$ cat config.mk
export PLATFORM = sky130hd
export DESIGN_NAME = croc_event_top
export DESIGN_NICKNAME = d
export VERILOG_FILES = /design/src/verilog/board_pkg.sv /design/src/verilog/wb_pkg.sv /design/src/verilog/board_io.sv /design/src/verilog/gpio_event_sampler.sv /design/src/verilog/event_fifo.sv /design/src/verilog/event_uart_tx.sv /design/src/verilog/croc_event_top.sv
export SDC_FILE = /design/constraint.sdc
export NUM_CORES = 1
export LEC_CHECK = 0
export BUFFER_PORTS_ARGS = -buffer_cell sky130_fd_sc_hd__buf_4
export CORE_AREA = 2 2 148 150
export DETAILED_ROUTE_END_ITERATION = 10
export DIE_AREA = 0 0 150 152
export GPL_TIMING_DRIVEN = 0
export SETUP_SLACK_MARGIN = 0.05
export SLEW_MARGIN = 40
export SYNTH_ARGS = -nofsm -noshare
export SYNTH_HDL_FRONTEND = slang
export SYNTH_SLANG_ARGS = --single-unit
$ cat constraint.sdc
create_clock -name soc_clk -period 2.55 [get_ports soc_clk]
set_input_delay 0 -clock soc_clk [delete_from_list [all_inputs] [get_ports soc_clk]]
set_output_delay 0 -clock soc_clk [all_outputs]
set_load 0.01 [all_outputs]
$ cat src/verilog/board_pkg.sv
//////////////////////////////////////////////////
// Board constants and the GPIO event record
// RtcDivide assumes a 20 MHz soc_clk for a ~32 kHz tick
// Record fields are sized for GpioCount up to 4
//////////////////////////////////////////////////

package board_pkg;

  // Board inputs
  localparam int unsigned GpioCount = 4;

  // RTC tick every RtcDivide+1 cycles
  localparam int unsigned RtcDivide   = 610;
  localparam int unsigned RtcCntWidth = $clog2(RtcDivide + 1);

  // Event buffer
  localparam int unsigned FifoDepth    = 4;
  localparam int unsigned FifoPtrWidth = $clog2(FifoDepth);
  localparam int unsigned FifoCntWidth = $clog2(FifoDepth + 1);

  // UART, two 8N1 bytes per record
  localparam int unsigned BaudDiv       = 16;
  localparam int unsigned BaudCntWidth  = $clog2(BaudDiv);
  localparam int unsigned FrameBits     = 20;
  localparam int unsigned FrameCntWidth = $clog2(FrameBits);

  localparam int unsigned SeqWidth = 8;

  typedef struct packed {
    logic [SeqWidth-1:0]  seq;
    logic [GpioCount-1:0] change;
    logic [GpioCount-1:0] level;
  } gpio_event_t;

endpackage

$ cat src/verilog/wb_pkg.sv
//////////////////////////////////////////////////
// Wishbone classic word definitions
// Single slave, so no address or select lines
// Data width must equal the event record width
//////////////////////////////////////////////////

package wb_pkg;

  localparam int unsigned WbDataWidth = 16;

  // Bus data word, shared by master and slave ports
  typedef logic [WbDataWidth-1:0] wb_word_t;

endpackage

$ cat src/verilog/board_io.sv
//////////////////////////////////////////////////
// Board-side input conditioning
// Reset asserts at once, releases 2 cycles late
// Switch inputs are assumed free of bounce
//////////////////////////////////////////////////

`timescale 1ns/1ps

module board_io import board_pkg::*; (
  input  logic                 soc_clk,
  input  logic                 rst_n,
  input  logic [GpioCount-1:0] gpio_i,
  input  logic                 fetch_en_i,
  output logic                 rst_sync_n_o,
  output logic                 rtc_tick_o,
  output logic [GpioCount-1:0] gpio_o,
  output logic                 fetch_en_o
);

  //////////////////////////////////////////////////
  // Reset synchronizer
  //////////////////////////////////////////////////

  logic [1:0] rst_sync_q;

  always_ff @(posedge soc_clk, negedge rst_n) begin
    if (!rst_n) begin
      rst_sync_q <= 2'b00;
    end else begin
      rst_sync_q <= {rst_sync_q[0], 1'b1};
    end
  end

  assign rst_sync_n_o = rst_sync_q[1];

  //////////////////////////////////////////////////
  // RTC tick divider
  //////////////////////////////////////////////////

  logic [RtcCntWidth-1:0] rtc_cnt_q;

  always_ff @(posedge soc_clk, negedge rst_sync_n_o) begin
    if (!rst_sync_n_o) begin
      rtc_cnt_q <= '0;
    end else if (rtc_tick_o) begin
      rtc_cnt_q <= '0;
    end else begin
      rtc_cnt_q <= rtc_cnt_q + 1'b1;
    end
  end

  assign rtc_tick_o = (rtc_cnt_q == RtcCntWidth'(RtcDivide));

  //////////////////////////////////////////////////
  // Input synchronizers
  //////////////////////////////////////////////////

  logic [GpioCount-1:0] gpio_meta_q, gpio_sync_q;
  logic                 fetch_meta_q, fetch_sync_q;

  always_ff @(posedge soc_clk, negedge rst_sync_n_o) begin
    if (!rst_sync_n_o) begin
      gpio_meta_q  <= '0;
      gpio_sync_q  <= '0;
      fetch_meta_q <= 1'b0;
      fetch_sync_q <= 1'b0;
    end else begin
      gpio_meta_q  <= gpio_i;
      gpio_sync_q  <= gpio_meta_q;
      fetch_meta_q <= fetch_en_i;
      fetch_sync_q <= fetch_meta_q;
    end
  end

  assign gpio_o     = gpio_sync_q;
  assign fetch_en_o = fetch_sync_q;

  // Tick is a single-cycle pulse
  a_tick_pulse : assert property (@(posedge soc_clk) disable iff (!rst_sync_n_o)
    rtc_tick_o |=> !rtc_tick_o);

endmodule

$ cat src/verilog/gpio_event_sampler.sv
//////////////////////////////////////////////////
// GPIO change detector, Wishbone write master
// Ticks are ignored while a write waits for ack
// so changes during a stall merge into one record
//////////////////////////////////////////////////

`timescale 1ns/1ps

module gpio_event_sampler import board_pkg::*, wb_pkg::*; (
  input  logic                 soc_clk,
  input  logic                 rst_n,
  input  logic                 rtc_tick_i,
  input  logic                 fetch_en_i,
  input  logic [GpioCount-1:0] gpio_i,
  output logic                 wr_cyc_o,
  output logic                 wr_stb_o,
  output wb_word_t             wr_dat_o,
  input  logic                 wr_ack_i
);

  logic                 cyc_q;
  logic [GpioCount-1:0] last_q;
  logic [SeqWidth-1:0]  seq_q;
  gpio_event_t          rec_q;
  logic                 new_event;

  // Sample only when idle on the bus
  assign new_event = rtc_tick_i & fetch_en_i & (gpio_i != last_q) & ~cyc_q;

  always_ff @(posedge soc_clk, negedge rst_n) begin
    if (!rst_n) begin
      cyc_q  <= 1'b0;
      last_q <= '0;
      seq_q  <= '0;
    end else if (cyc_q) begin
      if (wr_ack_i) begin
        cyc_q  <= 1'b0;
        last_q <= rec_q.level;
        // Wraps from 255 to 0
        seq_q  <= seq_q + 1'b1;
      end
    end else if (new_event) begin
      cyc_q <= 1'b1;
    end
  end

  // Record payload
  always_ff @(posedge soc_clk) begin
    if (new_event) begin
      rec_q.seq    <= seq_q;
      rec_q.change <= gpio_i ^ last_q;
      rec_q.level  <= gpio_i;
    end
  end

  assign wr_cyc_o = cyc_q;
  assign wr_stb_o = cyc_q;
  assign wr_dat_o = rec_q;

  // Request and data held until the slave acks
  a_wr_hold : assert property (@(posedge soc_clk) disable iff (!rst_n)
    wr_stb_o && !wr_ack_i |=> wr_stb_o && $stable(wr_dat_o));

endmodule

$ cat src/verilog/event_fifo.sv
//////////////////////////////////////////////////
// Wishbone-slave FIFO with one write and one read port
// Acks are registered and come one cycle after stb
// A written record is readable one cycle later
//////////////////////////////////////////////////

`timescale 1ns/1ps

module event_fifo import board_pkg::*, wb_pkg::*; #(
  parameter type payload_t = wb_word_t
) (
  input  logic     soc_clk,
  input  logic     rst_n,
  input  logic     wr_cyc_i,
  input  logic     wr_stb_i,
  input  payload_t wr_dat_i,
  output logic     wr_ack_o,
  input  logic     rd_cyc_i,
  input  logic     rd_stb_i,
  output payload_t rd_dat_o,
  output logic     rd_ack_o
);

  payload_t                mem_q [FifoDepth];
  logic [FifoPtrWidth-1:0] wr_ptr_q, rd_ptr_q;
  logic [FifoCntWidth-1:0] count_q;
  logic                    wr_ack_q, rd_ack_q;
  logic                    full, empty;
  logic                    do_wr, do_rd;

  assign full  = (count_q == FifoCntWidth'(FifoDepth));
  assign empty = (count_q == '0);

  // No new transfer in the ack cycle while stb is still held
  assign do_wr = wr_cyc_i & wr_stb_i & ~wr_ack_q & ~full;
  assign do_rd = rd_cyc_i & rd_stb_i & ~rd_ack_q & ~empty;

  //////////////////////////////////////////////////
  // Pointers, count and acks
  //////////////////////////////////////////////////

  always_ff @(posedge soc_clk, negedge rst_n) begin
    if (!rst_n) begin
      wr_ptr_q <= '0;
      rd_ptr_q <= '0;
      count_q  <= '0;
      wr_ack_q <= 1'b0;
      rd_ack_q <= 1'b0;
    end else begin
      wr_ack_q <= do_wr;
      rd_ack_q <= do_rd;
      if (do_wr) begin
        wr_ptr_q <= (wr_ptr_q == FifoPtrWidth'(FifoDepth - 1)) ? '0 : wr_ptr_q + 1'b1;
      end
      if (do_rd) begin
        rd_ptr_q <= (rd_ptr_q == FifoPtrWidth'(FifoDepth - 1)) ? '0 : rd_ptr_q + 1'b1;
      end
      if (do_wr && !do_rd) begin
        count_q <= count_q + 1'b1;
      end else if (do_rd && !do_wr) begin
        count_q <= count_q - 1'b1;
      end
    end
  end

  // Storage and read data
  always_ff @(posedge soc_clk) begin
    if (do_wr) begin
      mem_q[wr_ptr_q] <= wr_dat_i;
    end
    if (do_rd) begin
      rd_dat_o <= mem_q[rd_ptr_q];
    end
  end

  assign wr_ack_o = wr_ack_q;
  assign rd_ack_o = rd_ack_q;

  // Occupancy stays in range after every acked transfer
  a_no_ack_full : assert property (@(posedge soc_clk) disable iff (!rst_n)
    wr_ack_o |-> count_q != '0 && count_q <= FifoCntWidth'(FifoDepth));
  a_no_ack_empty : assert property (@(posedge soc_clk) disable iff (!rst_n)
    rd_ack_o |-> count_q < FifoCntWidth'(FifoDepth));

endmodule

$ cat src/verilog/event_uart_tx.sv
//////////////////////////////////////////////////
// Wishbone read master and UART transmitter
// Each record goes out as two 8N1 bytes, LSB first
// Next read only after the second stop bit
//////////////////////////////////////////////////

`timescale 1ns/1ps

module event_uart_tx import board_pkg::*, wb_pkg::*; (
  input  logic     soc_clk,
  input  logic     rst_n,
  output logic     rd_cyc_o,
  output logic     rd_stb_o,
  input  wb_word_t rd_dat_i,
  input  logic     rd_ack_i,
  output logic     uart_tx_o
);

  typedef enum logic [1:0] {
    StIdle,
    StReq,
    StShift
  } state_e;

  state_e                   state_q;
  logic [BaudCntWidth-1:0]  baud_q;
  logic [FrameCntWidth-1:0] bit_q;
  logic [FrameBits-1:0]     frame_q;
  gpio_event_t              rec;
  logic                     bit_end;

  assign rec     = rd_dat_i;
  assign bit_end = (baud_q == BaudCntWidth'(BaudDiv - 1));

  //////////////////////////////////////////////////
  // Control FSM
  //////////////////////////////////////////////////

  always_ff @(posedge soc_clk, negedge rst_n) begin
    if (!rst_n) begin
      state_q <= StIdle;
      baud_q  <= '0;
      bit_q   <= '0;
    end else begin
      case (state_q)
        StIdle: state_q <= StReq;
        StReq: begin
          if (rd_ack_i) begin
            state_q <= StShift;
            baud_q  <= '0;
            bit_q   <= '0;
          end
        end
        StShift: begin
          baud_q <= bit_end ? '0 : baud_q + 1'b1;
          if (bit_end) begin
            bit_q <= bit_q + 1'b1;
            // Last stop bit done
            if (bit_q == FrameCntWidth'(FrameBits - 1)) begin
              state_q <= StIdle;
            end
          end
        end
        default: state_q <= StIdle;
      endcase
    end
  end

  // Frame, bit 0 leaves first
  always_ff @(posedge soc_clk) begin
    if (state_q == StReq && rd_ack_i) begin
      frame_q <= {1'b1, rec.change, rec.level, 1'b0, 1'b1, rec.seq, 1'b0};
    end else if (state_q == StShift && bit_end) begin
      frame_q <= {1'b1, frame_q[FrameBits-1:1]};
    end
  end

  assign rd_cyc_o  = (state_q == StReq);
  assign rd_stb_o  = (state_q == StReq);
  assign uart_tx_o = (state_q == StShift) ? frame_q[0] : 1'b1;

endmodule

$ cat src/verilog/croc_event_top.sv
//////////////////////////////////////////////////
// Event tracer top level
// Raw rst_n and switch inputs may be asynchronous
//////////////////////////////////////////////////

`timescale 1ns/1ps

module croc_event_top import board_pkg::*, wb_pkg::*; (
  input  logic                 soc_clk,
  input  logic                 rst_n,
  input  logic                 fetch_en_i,
  input  logic [GpioCount-1:0] gpio_i,
  output logic                 uart_tx_o
);

  logic                 rst_sync_n, rtc_tick, fetch_en_sync;
  logic [GpioCount-1:0] gpio_sync;
  logic                 wr_cyc, wr_stb, wr_ack;
  logic                 rd_cyc, rd_stb, rd_ack;
  wb_word_t             wr_dat;
  gpio_event_t          rd_dat;

  board_io i_board_io (
    .soc_clk      ( soc_clk       ),
    .rst_n        ( rst_n         ),
    .gpio_i       ( gpio_i        ),
    .fetch_en_i   ( fetch_en_i    ),
    .rst_sync_n_o ( rst_sync_n    ),
    .rtc_tick_o   ( rtc_tick      ),
    .gpio_o       ( gpio_sync     ),
    .fetch_en_o   ( fetch_en_sync )
  );

  gpio_event_sampler i_sampler (
    .soc_clk    ( soc_clk       ),
    .rst_n      ( rst_sync_n    ),
    .rtc_tick_i ( rtc_tick      ),
    .fetch_en_i ( fetch_en_sync ),
    .gpio_i     ( gpio_sync     ),
    .wr_cyc_o   ( wr_cyc        ),
    .wr_stb_o   ( wr_stb        ),
    .wr_dat_o   ( wr_dat        ),
    .wr_ack_i   ( wr_ack        )
  );

  event_fifo #(
    .payload_t ( gpio_event_t )
  ) i_fifo (
    .soc_clk  ( soc_clk    ),
    .rst_n    ( rst_sync_n ),
    .wr_cyc_i ( wr_cyc     ),
    .wr_stb_i ( wr_stb     ),
    .wr_dat_i ( wr_dat     ),
    .wr_ack_o ( wr_ack     ),
    .rd_cyc_i ( rd_cyc     ),
    .rd_stb_i ( rd_stb     ),
    .rd_dat_o ( rd_dat     ),
    .rd_ack_o ( rd_ack     )
  );

  event_uart_tx i_uart_tx (
    .soc_clk   ( soc_clk    ),
    .rst_n     ( rst_sync_n ),
    .rd_cyc_o  ( rd_cyc     ),
    .rd_stb_o  ( rd_stb     ),
    .rd_dat_i  ( rd_dat     ),
    .rd_ack_i  ( rd_ack     ),
    .uart_tx_o ( uart_tx_o  )
  );

endmodule

After elaboration in Yosys (flattened, before gate mapping)
Memory sizes are Yosys's and may differ from the RTL's. A register that Yosys moved wholly into a read port is not among the register bits.
Index checks and enable logic that the tools add are counted.
- memories kept: 1
- output and inout port bits: 1
- bits of input ports: 7
- RAM bits: 64
- logic and storage cells: 94
- register bits after elaboration: 90
- bitwise gates (word level): 13
- add/sub/neg operators: 8
- muxes and demuxes: 23
- reduce and logical (&&, ||, !) cells: 15
- equality and inequality tests: 12
- memories (name ; depth ; width ; rd ports ; clocked after memory_dff ; write ports ; RTL line ; text):
    i_fifo.mem_q ; 4 ; 16 ; 1 ; 1 ; 1 ; event_fifo.sv:24 ; payload_t mem_q [FifoDepth];
- operator list (operator ; number):
    $mux W19 ; 2
    $add A10 B1 Y10 const B ; 1
    $eq A10 B10 Y1 const B ; 1
    $mux W10 ; 1
    $mux W2 ; 5
    $mux W5 ; 2
    $pmux W5 S2 ; 1
    $add A8 B1 Y8 const B ; 1
    $mux W4 ; 2
    $pmux W4 S2 ; 1
    $and A1 B1 Y1 ; 7
    $eq A2 B2 Y1 const B ; 3
    $mux W1 ; 6
    $mux W3 ; 2
    $pmux W2 S3 ; 1
    $reduce_and A3 Y1 ; 2
    $reduce_bool A2 Y1 ; 3
    $add A5 B1 Y5 const B ; 1
    $eq A5 B5 Y1 const B ; 1
    $not A1 Y1 ; 5
    $add A2 B1 Y2 const B ; 2
    $add A4 B1 Y4 const B ; 1
    $eq A4 B4 Y1 const B ; 1
    $logic_and A1 B1 Y1 ; 4
    other kinds (12) ; 15

Logic depth before layout (Yosys ltp)
Gate-level depths: netlist of the first run.
- depth in word-level cells: 7
- mapped depth: 9
- mapped depth without buffers: 9

Modules after synthesis
A second synthesis of the first run with hierarchy kept.
- cells, all modules: 384
- area total of the unflattened synthesis: 6537.5 um^2
- modules (own cells, without submodules) (module ; cells an instance ; area an instance (um^2) ; instances):
    event_fifo ; 141 ; 3310.7 ; 1
    event_uart_tx ; 113 ; 1360.1 ; 1
    gpio_event_sampler ; 73 ; 1082.3 ; 1
    board_io ; 57 ; 784.5 ; 1

Least setup slack after synthesis of the first run
OpenSTA, ideal clock, no wires.
- kind: register to register
- from: reg i_uart_tx.state_q[1]
- to: reg i_fifo.count_q[1]
- arrival: 3.707 ns
- data required time: 2.425 ns
- clock period less this slack: 3.832 ns
- buffers on the path: 0
- path slack: -1.282 ns
- cell stages (with the launch flop): 7
- cells stage by stage: dfrtp_1 -> nor4b_1 -> inv_1 -> ha_1 -> inv_1 -> fa_1 -> mux2_2
- cells in the longest elaborated chain, start to end: 6
- elaborated cells on any way between the ends: 8
- ends and longest elaborated chain (element ; RTL line ; text):
    from (decl) ; event_uart_tx.sv:25 ; state_e state_q;
    from (signal assigned) ; event_uart_tx.sv:41 ; state_q <= StIdle;
    from (signal assigned) ; event_uart_tx.sv:46 ; StIdle: state_q <= StReq;
    from (signal assigned) ; event_uart_tx.sv:49 ; state_q <= StShift;
    $eq A2 B1 Y1 (*) ; event_uart_tx.sv:78, event_uart_tx.sv:79 ;
    $and A1 B1 Y1 (*) (2 in series) ; event_fifo.sv:36 ; assign do_rd = rd_cyc_i & rd_stb_i & ~rd_ack_q & ~empty;
    via i_fifo.do_rd ; event_fifo.sv:29 ; logic do_wr, do_rd;
    $logic_not A1 Y1 ; event_fifo.sv:58 ; if (do_wr && !do_rd) begin
    $logic_and A1 B1 Y1 ; event_fifo.sv:58 ;
    $mux W3 or $reduce_bool A2 Y1 (tied branches) ; -- ;
    to (signal assigned) ; event_fifo.sv:59 ; count_q <= count_q + 1'b1;
    to (signal assigned) ; event_fifo.sv:61 ; count_q <= count_q - 1'b1;
    to (decl) ; event_fifo.sv:26 ; logic [FifoCntWidth-1:0] count_q;
The timed path passes the listed nets; every way through them passes the cells marked *.
A chain may end at the register's enable or synchronous reset.

Worst setup path in the final report of the first run
- from: reg i_board_io.rtc_cnt_q[4]
- to: reg i_sampler.rec_q (netlist bit i_sampler.wr_dat_o[2]), enable pin
- cells in the longest elaborated chain, start to end: 4
- ends and longest elaborated chain (element ; RTL line ; text):
    from (decl) ; board_io.sv:40 ; logic [RtcCntWidth-1:0] rtc_cnt_q;
    from (signal assigned) ; board_io.sv:48 ; rtc_cnt_q <= rtc_cnt_q + 1'b1;
    $eq A10 B10 Y1 ; board_io.sv:52 ; assign rtc_tick_o = (rtc_cnt_q == RtcCntWidth'(RtcDivide));
    $and A1 B1 Y1 (3 in series) ; gpio_event_sampler.sv:28 ; assign new_event = rtc_tick_i & fetch_en_i & (gpio_i != last_q) & ~cyc_q;
    via i_sampler.new_event ; gpio_event_sampler.sv:25 ; logic new_event;
    to (decl) ; gpio_event_sampler.sv:24 ; gpio_event_t rec_q;
The timed path passes the listed nets, and every way through them passes these cells.

==> results of run 1 <==
worst max path at each step:
stage                       startpoint                     to  cells after the start
6_report       i_board_io.rtc_cnt_q[4]  i_sampler.wr_dat_o[2]                      4
5_1_grt            i_uart_tx.baud_q[0]  i_uart_tx.frame_q[12]                      5
4_1_cts             i_sampler.wr_cyc_o      i_fifo.count_q[2]                      8
3_5_place_dp   i_board_io.rtc_cnt_q[4]  i_sampler.wr_dat_o[2]                      4
3_3_place_gp       i_uart_tx.baud_q[0]  i_uart_tx.frame_q[14]                      3
2_1_floorplan      i_uart_tx.baud_q[0]  i_uart_tx.frame_q[11]                      3
layer usage:
metal,global-route usage [%],up-vias,share of wire (%)
li1,-,1536,-
met1,11.7,1630,45
met2,15.4,41,51
met3,2.94,9,3.3
met4,3.82,0,1.1
met5,0,-,0
registers in the layout, summed over array words and instances, names as in the netlist, 4 cells and up:
register / flops
i_fifo.mem_q: 64
i_board_io.rtc_cnt_q: 10
i_board_io.gpio_o: 4
i_uart_tx.bit_q: 5
i_sampler.last_q: 4
i_fifo.rd_dat_o: 16
i_sampler.seq_q: 8
i_sampler.wr_dat_o: 16
i_board_io.gpio_meta_q: 4
i_uart_tx.baud_q: 4
i_uart_tx.frame_q: 19
repair_timing:
| item | CTS | global route |
|---|---|---|
| pin swaps | 1 | 0 |
| hold buffers | 7 | 0 |
| cloned | 0 | 0 |
| hold endpoints to repair | 7 | 0 |
| endpoints found under the setup margin | 9 | 1 |
| buffers inserted | 1 | 0 |
| gates resized for setup | 0 | 1 |
synthesized netlist by cell type, types with 4 or more instances:
cell type and instances:
a21oi_1 8, a22o_1 15, and2_1 5, clkbuf_1 9, dfrtp_1 55, edfxtp_1 112, ha_1 11, inv_1 10
mux2_2 6, mux4_2 16, nand2_1 31, nand2b_1 4, nand3_1 16, nand4_1 7, nor2_1 8, nor2b_1 4
nor3_1 4, nor4_1 4, o21ai_0 9, xnor2_1 12, xor2_1 7
layout make-up:
type / instances / area share [%]
Inverter: 10 / 0.491
Clock inverter: 14 / 2.10
Multi-Input combinational cell: 193 / 21.1
Buffer: 12 / 0.622
Sequential cell: 170 / 62.9
Clock buffer: 18 / 5.62
Tap cell: 280 / 4.59
Timing Repair Buffer: 21 / 2.56
cell families (layout without fill, tap and decap cells):
group	count (synthesis)	count (layout)	synth area share (%)
AOI/OAI and AO/OA	40	40	4.40
and+or+nand+nor	97	97	7.87
xor gates and xnor gates	19	19	2.58
adders and majority gates	12	12	2.44
muxes	24	24	6.94
buffers and inverters	22	75	1.32
DFF	170	170	74.4
other	1	1	0.0581
power by group:
part           switching, mW  internal (mW)
Sequential           0.00836           2.92
Clock                   1.06           1.47
Combinational         0.0193         0.0174
==> summary.txt, run 1 <==
Worst setup path
  • Register-to-Register Path Depth: 4
  • Crit Path Max Fanout: 9
  • Startpoint Class: flop
  • Worst Path Buf+Inv: 1
  • Critical Path RT: 2.67 ns
  • Delay-heaviest family, CP: simple AND/OR/NAND/NOR gates
  • Arrival @ worst endpoint: between 2 and 2.5 ns
  • Critical-path cell list: or4_4 -> or4_4 -> nor4_4 -> buf_4
  • Most used cell, CP: or4_4
  • Setup slack, reg-to-reg: 0.26 ns
  • CP Class: reg2reg
  • Max stage delay on crit path: 0.57 ns
  • CP Capture Type: flop
  • R2R Path Start: i_board_io.rtc_cnt_q[4]
  • Reg2reg end: i_sampler.wr_dat_o[2]
  • Critical-path top delay cell: or4_4

Cells and area
  • Nets: 444
  • Design area: 0.00764 mm^2
  • Antenna diode count: 0
  • Footprint of the multi-input gates: 0.00162 mm^2
  • Layout Cells excl Fill: 718
  • Area delta synth->final: 18.4%
  • Filler cells: 2021
  • Most common cell after layout, fill and taps aside: edfxtp_1
  • Layout cell share with drive strength beyond 1: 18.5%
  • Seq. cell area: 0.00480 mm^2
  • Post-layout util: 35.8%
  • Most frequent cells in the layout: edfxtp_1, dfrtp_1, nand2_1

Placement
  • DP Worst Slack: -0.0136 ns
  • Gpl congestion: 0.739
  • DP HPWL: roughly 6600 um
  • Post-Place Cells: 678
  • Area post-placement: ~0.0070 mm^2
  • Port buffer count: 7

Job
  • Max_cap viols: 0

Pwr
  • Leak: 2.57 nW
  • Pwr dens: 720 mW/mm^2
  • Peak supply drop: 0.422 mV
  • Total power: 5.50 mW

Global routing
  • Vias in the first global route: approximately 3400
  • Largest net degree at the start of global routing: 42
  • GRT Total Usage: under 10%
  • GRT overflow: 0
  • Antenna violations before repair: 0
  • Global-route wire length before repair: about 17000 um

Clock tree
  • Total CTS buffers: 17
  • CTS root buf: clkbuf_16
  • H-tree depth reported by CTS: 4
  • TritonCTS clock tree: yes
  • Clock Path Buffers: 2
  • Clock sink total: 170
  • Register clock-pin slew on the reported worst setup and hold paths: 0.07 ns
  • Worst-skew pair later-pin latency: roughly 0.42 ns

Synth
  • Post-synth EDFFs: approximately 110
  • Top-area cell type share of the netlist area: 52.1%
  • Cells after Synth: 385
  • Most area-consuming cells after synthesis: edfxtp_1, dfrtp_1, mux4_2, ha_1, a22o_1
  • Most used DFF post-synth: edfxtp_1
  • Yosys cell types: 40
  • Seq/Total Area, Yosys: 74.4%
  • Total nets after synthesis: 404
  • Post-synthesis cell area: 0.00645 mm^2
  • Ys async rst share: 32.4%
  • Synth warn: 0
  • Cell taking the most area after synthesis: edfxtp_1
  • Mean post-synth cell area: 16.8 um^2
  • Register bit total from synthesis: 170

Routing
  • Routed WL per cell: between 10 and 15 um
  • Final ANT Viol Nets: 0
  • Remaining DRCs: 0
  • Pre-antenna DRT Iters: 4
  • Routed wire length: 9810 um
  • Starting DRT DRC Count: 149
  • Vias per cell: around 4.5
  • Vias: 3216

Timing
  • Final hold vios: 0
  • RSZ-0062 raised after global routing: no
  • Ratio of final minimum period to clock period: 89.7%
  • TNS Setup: 0 ns
  • Final WS setup: 0.264 ns
  • Worst-Margin Slew: 0.714 ns
  • Hold WS: 0.183 ns
  • Slew margin rel.: 52.0%
  • Skew final: 0.00962 ns
  • Max Freq: 0.437 GHz
  • Final setup fails: 0
  • Final Max Tran Viols: 0
  • Period minus WS final: about 2.3 ns

Die
  • Core Region: 0.0214 mm^2
  • Die W: 150 um
  • Initial core utilization: 30.2%
  • Row Count: 54
  • Ports: 8
  • DIE AREA: 0.0228 mm^2
  • DIE HEIGHT: 152 um

Worst hold path
  • HP Class: reg2async

Status
  • Status: completed
Power figures use the tool's default switching activity.
==> run 2: changes to the inputs <==
--- a/config.mk
+++ b/config.mk
@@ -10,6 +10,7 @@
 export DETAILED_ROUTE_END_ITERATION = 10
 export DIE_AREA = 0 0 150 152
 export GPL_TIMING_DRIVEN = 0
+export PLACE_DENSITY = 0.48
 export SETUP_SLACK_MARGIN = 0.05
 export SLEW_MARGIN = 40
 export SYNTH_ARGS = -nofsm -noshare
==> run 2 against run 1 <==
Count of clock-buffer cells in the layout is the same. Final cell count is 0.14% lower. Sequential power about the same. Sequential share of layout area about the same.
==> summary.txt, run 2 (synthesis gave the netlist of run 1 again) <==
Timing
  • Final setup fails: 0
  • Skew final: 0.00861 ns
  • Ratio of final minimum period to clock period: 90.9%
  • Final Max Tran Viols: 0
  • Final hold vios: 0
  • RSZ-0062 raised after global routing: no
  • Max Freq: 0.431 GHz
  • Hold WS: 0.210 ns
  • TNS Setup: 0 ns
  • Slew margin rel.: 53.6%
  • Final WS setup: around 0.23 ns
  • Period minus WS final: around 2.3 ns
  • Worst-Margin Slew: 0.690 ns

Global routing
  • GRT Total Usage: roughly a tenth
  • Antenna violations before repair: 0
  • Vias in the first global route: 3294
  • Global-route wire length before repair: 17200 um
  • GRT overflow: 0
  • Largest net degree at the start of global routing: 37

Worst setup path
  • Critical Path RT: 2.68 ns
  • Most used cell, CP: or4_4
  • Crit path from: i_board_io.rtc_cnt_q[4]
  • Reg2reg end: i_sampler.wr_dat_o[7]
  • Setup slack, reg-to-reg: 0.23 ns
  • Critical-path top delay cell: or4_4
  • Register-to-Register Path Depth: 4
  • Worst Path Buf+Inv: 1
  • Max stage delay on crit path: 0.57 ns
  • CP Depth: 4
  • Delay-heaviest family, CP: simple AND/OR/NAND/NOR gates
  • CP Class: reg2reg
  • Critical path destination: i_sampler.wr_dat_o[7]
  • R2R Path Start: i_board_io.rtc_cnt_q[4]
  • Arrival @ worst endpoint: around 2.5 ns
  • CP Capture Type: flop
  • Crit Path Max Fanout: 9
  • Critical-path cell list: or4_4 -> or4_4 -> nor4_4 -> buf_4
  • Startpoint Class: flop

Routing
  • Routed WL per cell: 14.4 um
  • Starting DRT DRC Count: ~180
  • Final ANT Viol Nets: 0
  • Vias: 3210
  • Pre-antenna DRT Iters: 4
  • Vias per cell: 4.48
  • Routed wire length: 10300 um
  • Remaining DRCs: 0

Pwr
  • Peak supply drop: between 0.4 and 0.5 mV
  • Pwr dens: 726 mW/mm^2
  • Leak: between 2 and 3 nW
  • Total power: 5.54 mW

Cells and area
  • Layout cell share with drive strength beyond 1: 19.0%
  • Nets: between 400 and 500
  • Antenna diode count: 0
  • Most frequent cells in the layout: edfxtp_1, dfrtp_1, nand2_1
  • Max FFs per register: between 60 and 70
  • Reg with most FFs: i_fifo.mem_q
  • Filler cells: 2068
  • Post-layout util: 35.8%
  • Largest regs: i_fifo.mem_q: 64 flops, i_uart_tx.frame_q: 19 flops
  • Area delta synth->final: 18.3%
  • Most common cell after layout, fill and taps aside: edfxtp_1

Job
  • Max_cap viols: 0

Clock tree
  • Total CTS buffers: 17
  • Worst-skew pair later-pin latency: 0.42 ns
  • Clock Path Buffers: 2
  • H-tree depth reported by CTS: 4
  • Clock sink total: 170
  • CTS root buf: clkbuf_16
  • Register clock-pin slew on the reported worst setup and hold paths: 0.07 ns
  • TritonCTS clock tree: yes

Die
  • Ports: 8
  • DIE AREA: between 0.02 and 0.025 mm^2
  • Initial core utilization: 30.2%
  • Row Count: 54
  • Core Region: 0.0214 mm^2
  • DIE HEIGHT: around 150 um
  • Die W: roughly 150 um

Placement
  • DP HPWL: 6690 um
  • DP Worst Slack: 0.00728 ns
  • Gpl congestion: between 0.6 and 0.7
  • Port buffer count: 7

Worst hold path
  • HP Class: reg2async

Status
  • Status: completed
## run 2: changes by cell type in the layout (fill, tap and decap cells not counted), moves of 2 or more
cell        previous run  this run
clkinv_8               0         2
inv_6                  6         9
clkinv_4               2         0
clkinvlp_4             2         0
## run 2: power by group
part | switching (mW) | total [mW] | leakage, nW | internal, mW
clock | 1.17 | 2.58 | 0.291 | 1.41
sequential | 0.00975 | 2.93 | 1.57 | 2.92
combinational | 0.0179 | 0.0353 | 0.717 | 0.0174
total | 1.20 | 5.54 | 2.58 | 4.35
## run 2: repair_timing
action                                  CTS  global route
hold buffers                              7             0
buffers inserted                          1             0
pin swaps                                 1             0
endpoints found under the setup margin    9             7
hold endpoints to repair                  7             0
resized for setup                         0             2
## run 2: per-stage QoR
| step | instance area [um^2] | std cells |
|---|---|---|
| finish | 7630 | 717 |
| global route | 7630 | 717 |
| detailed placement | 6960 | 677 |
| CTS | 7630 | 717 |
| global placement | 6890 | 672 |
| floorplan | 6480 | 385 |
## run 2: worst min path at each step
stage	startpoint	endpoint	slack, ns	depth (start not counted)
after floorplan	rst_n	i_board_io.rst_sync_q[0]	-0.30	0
after global placement	rst_n	i_board_io.rst_sync_q[0]	-0.22	1
after CTS	gpio_i[2]	i_board_io.gpio_meta_q[2]	0.20	2
final	i_board_io.rst_sync_q[1]	i_uart_tx.state_q[0]	0.21	0
after global routing	fetch_en_i	i_board_io.fetch_meta_q	0.21	2
after detailed placement	rst_n	i_board_io.rst_sync_q[0]	-0.22	1
## run 2: cell type report
cell class                 instances  area (um^2)  share of cell area, %
clock buffer                      18          429                   5.62
clock inverter                    14          164                   2.15
sequential                       170         4800                   62.9
buffer                            12         47.5                  0.623
timing repair buffer              20          184                   2.41
tap                              280          350                   4.59
inverter                          10         37.5                  0.492
multi-input combinational        193         1620                   21.2
## run 2: metal layers
layer / vias to the layer above / wire length, um / global-route usage (%)
li1: 1540 / - / -
met1: 1635 / 4810 / 12.6
met2: 27 / 5140 / 15.7
met3: 8 / 273 / 3.09
met4: 0 / 115 / 3.10
met5: - / 0 / 0
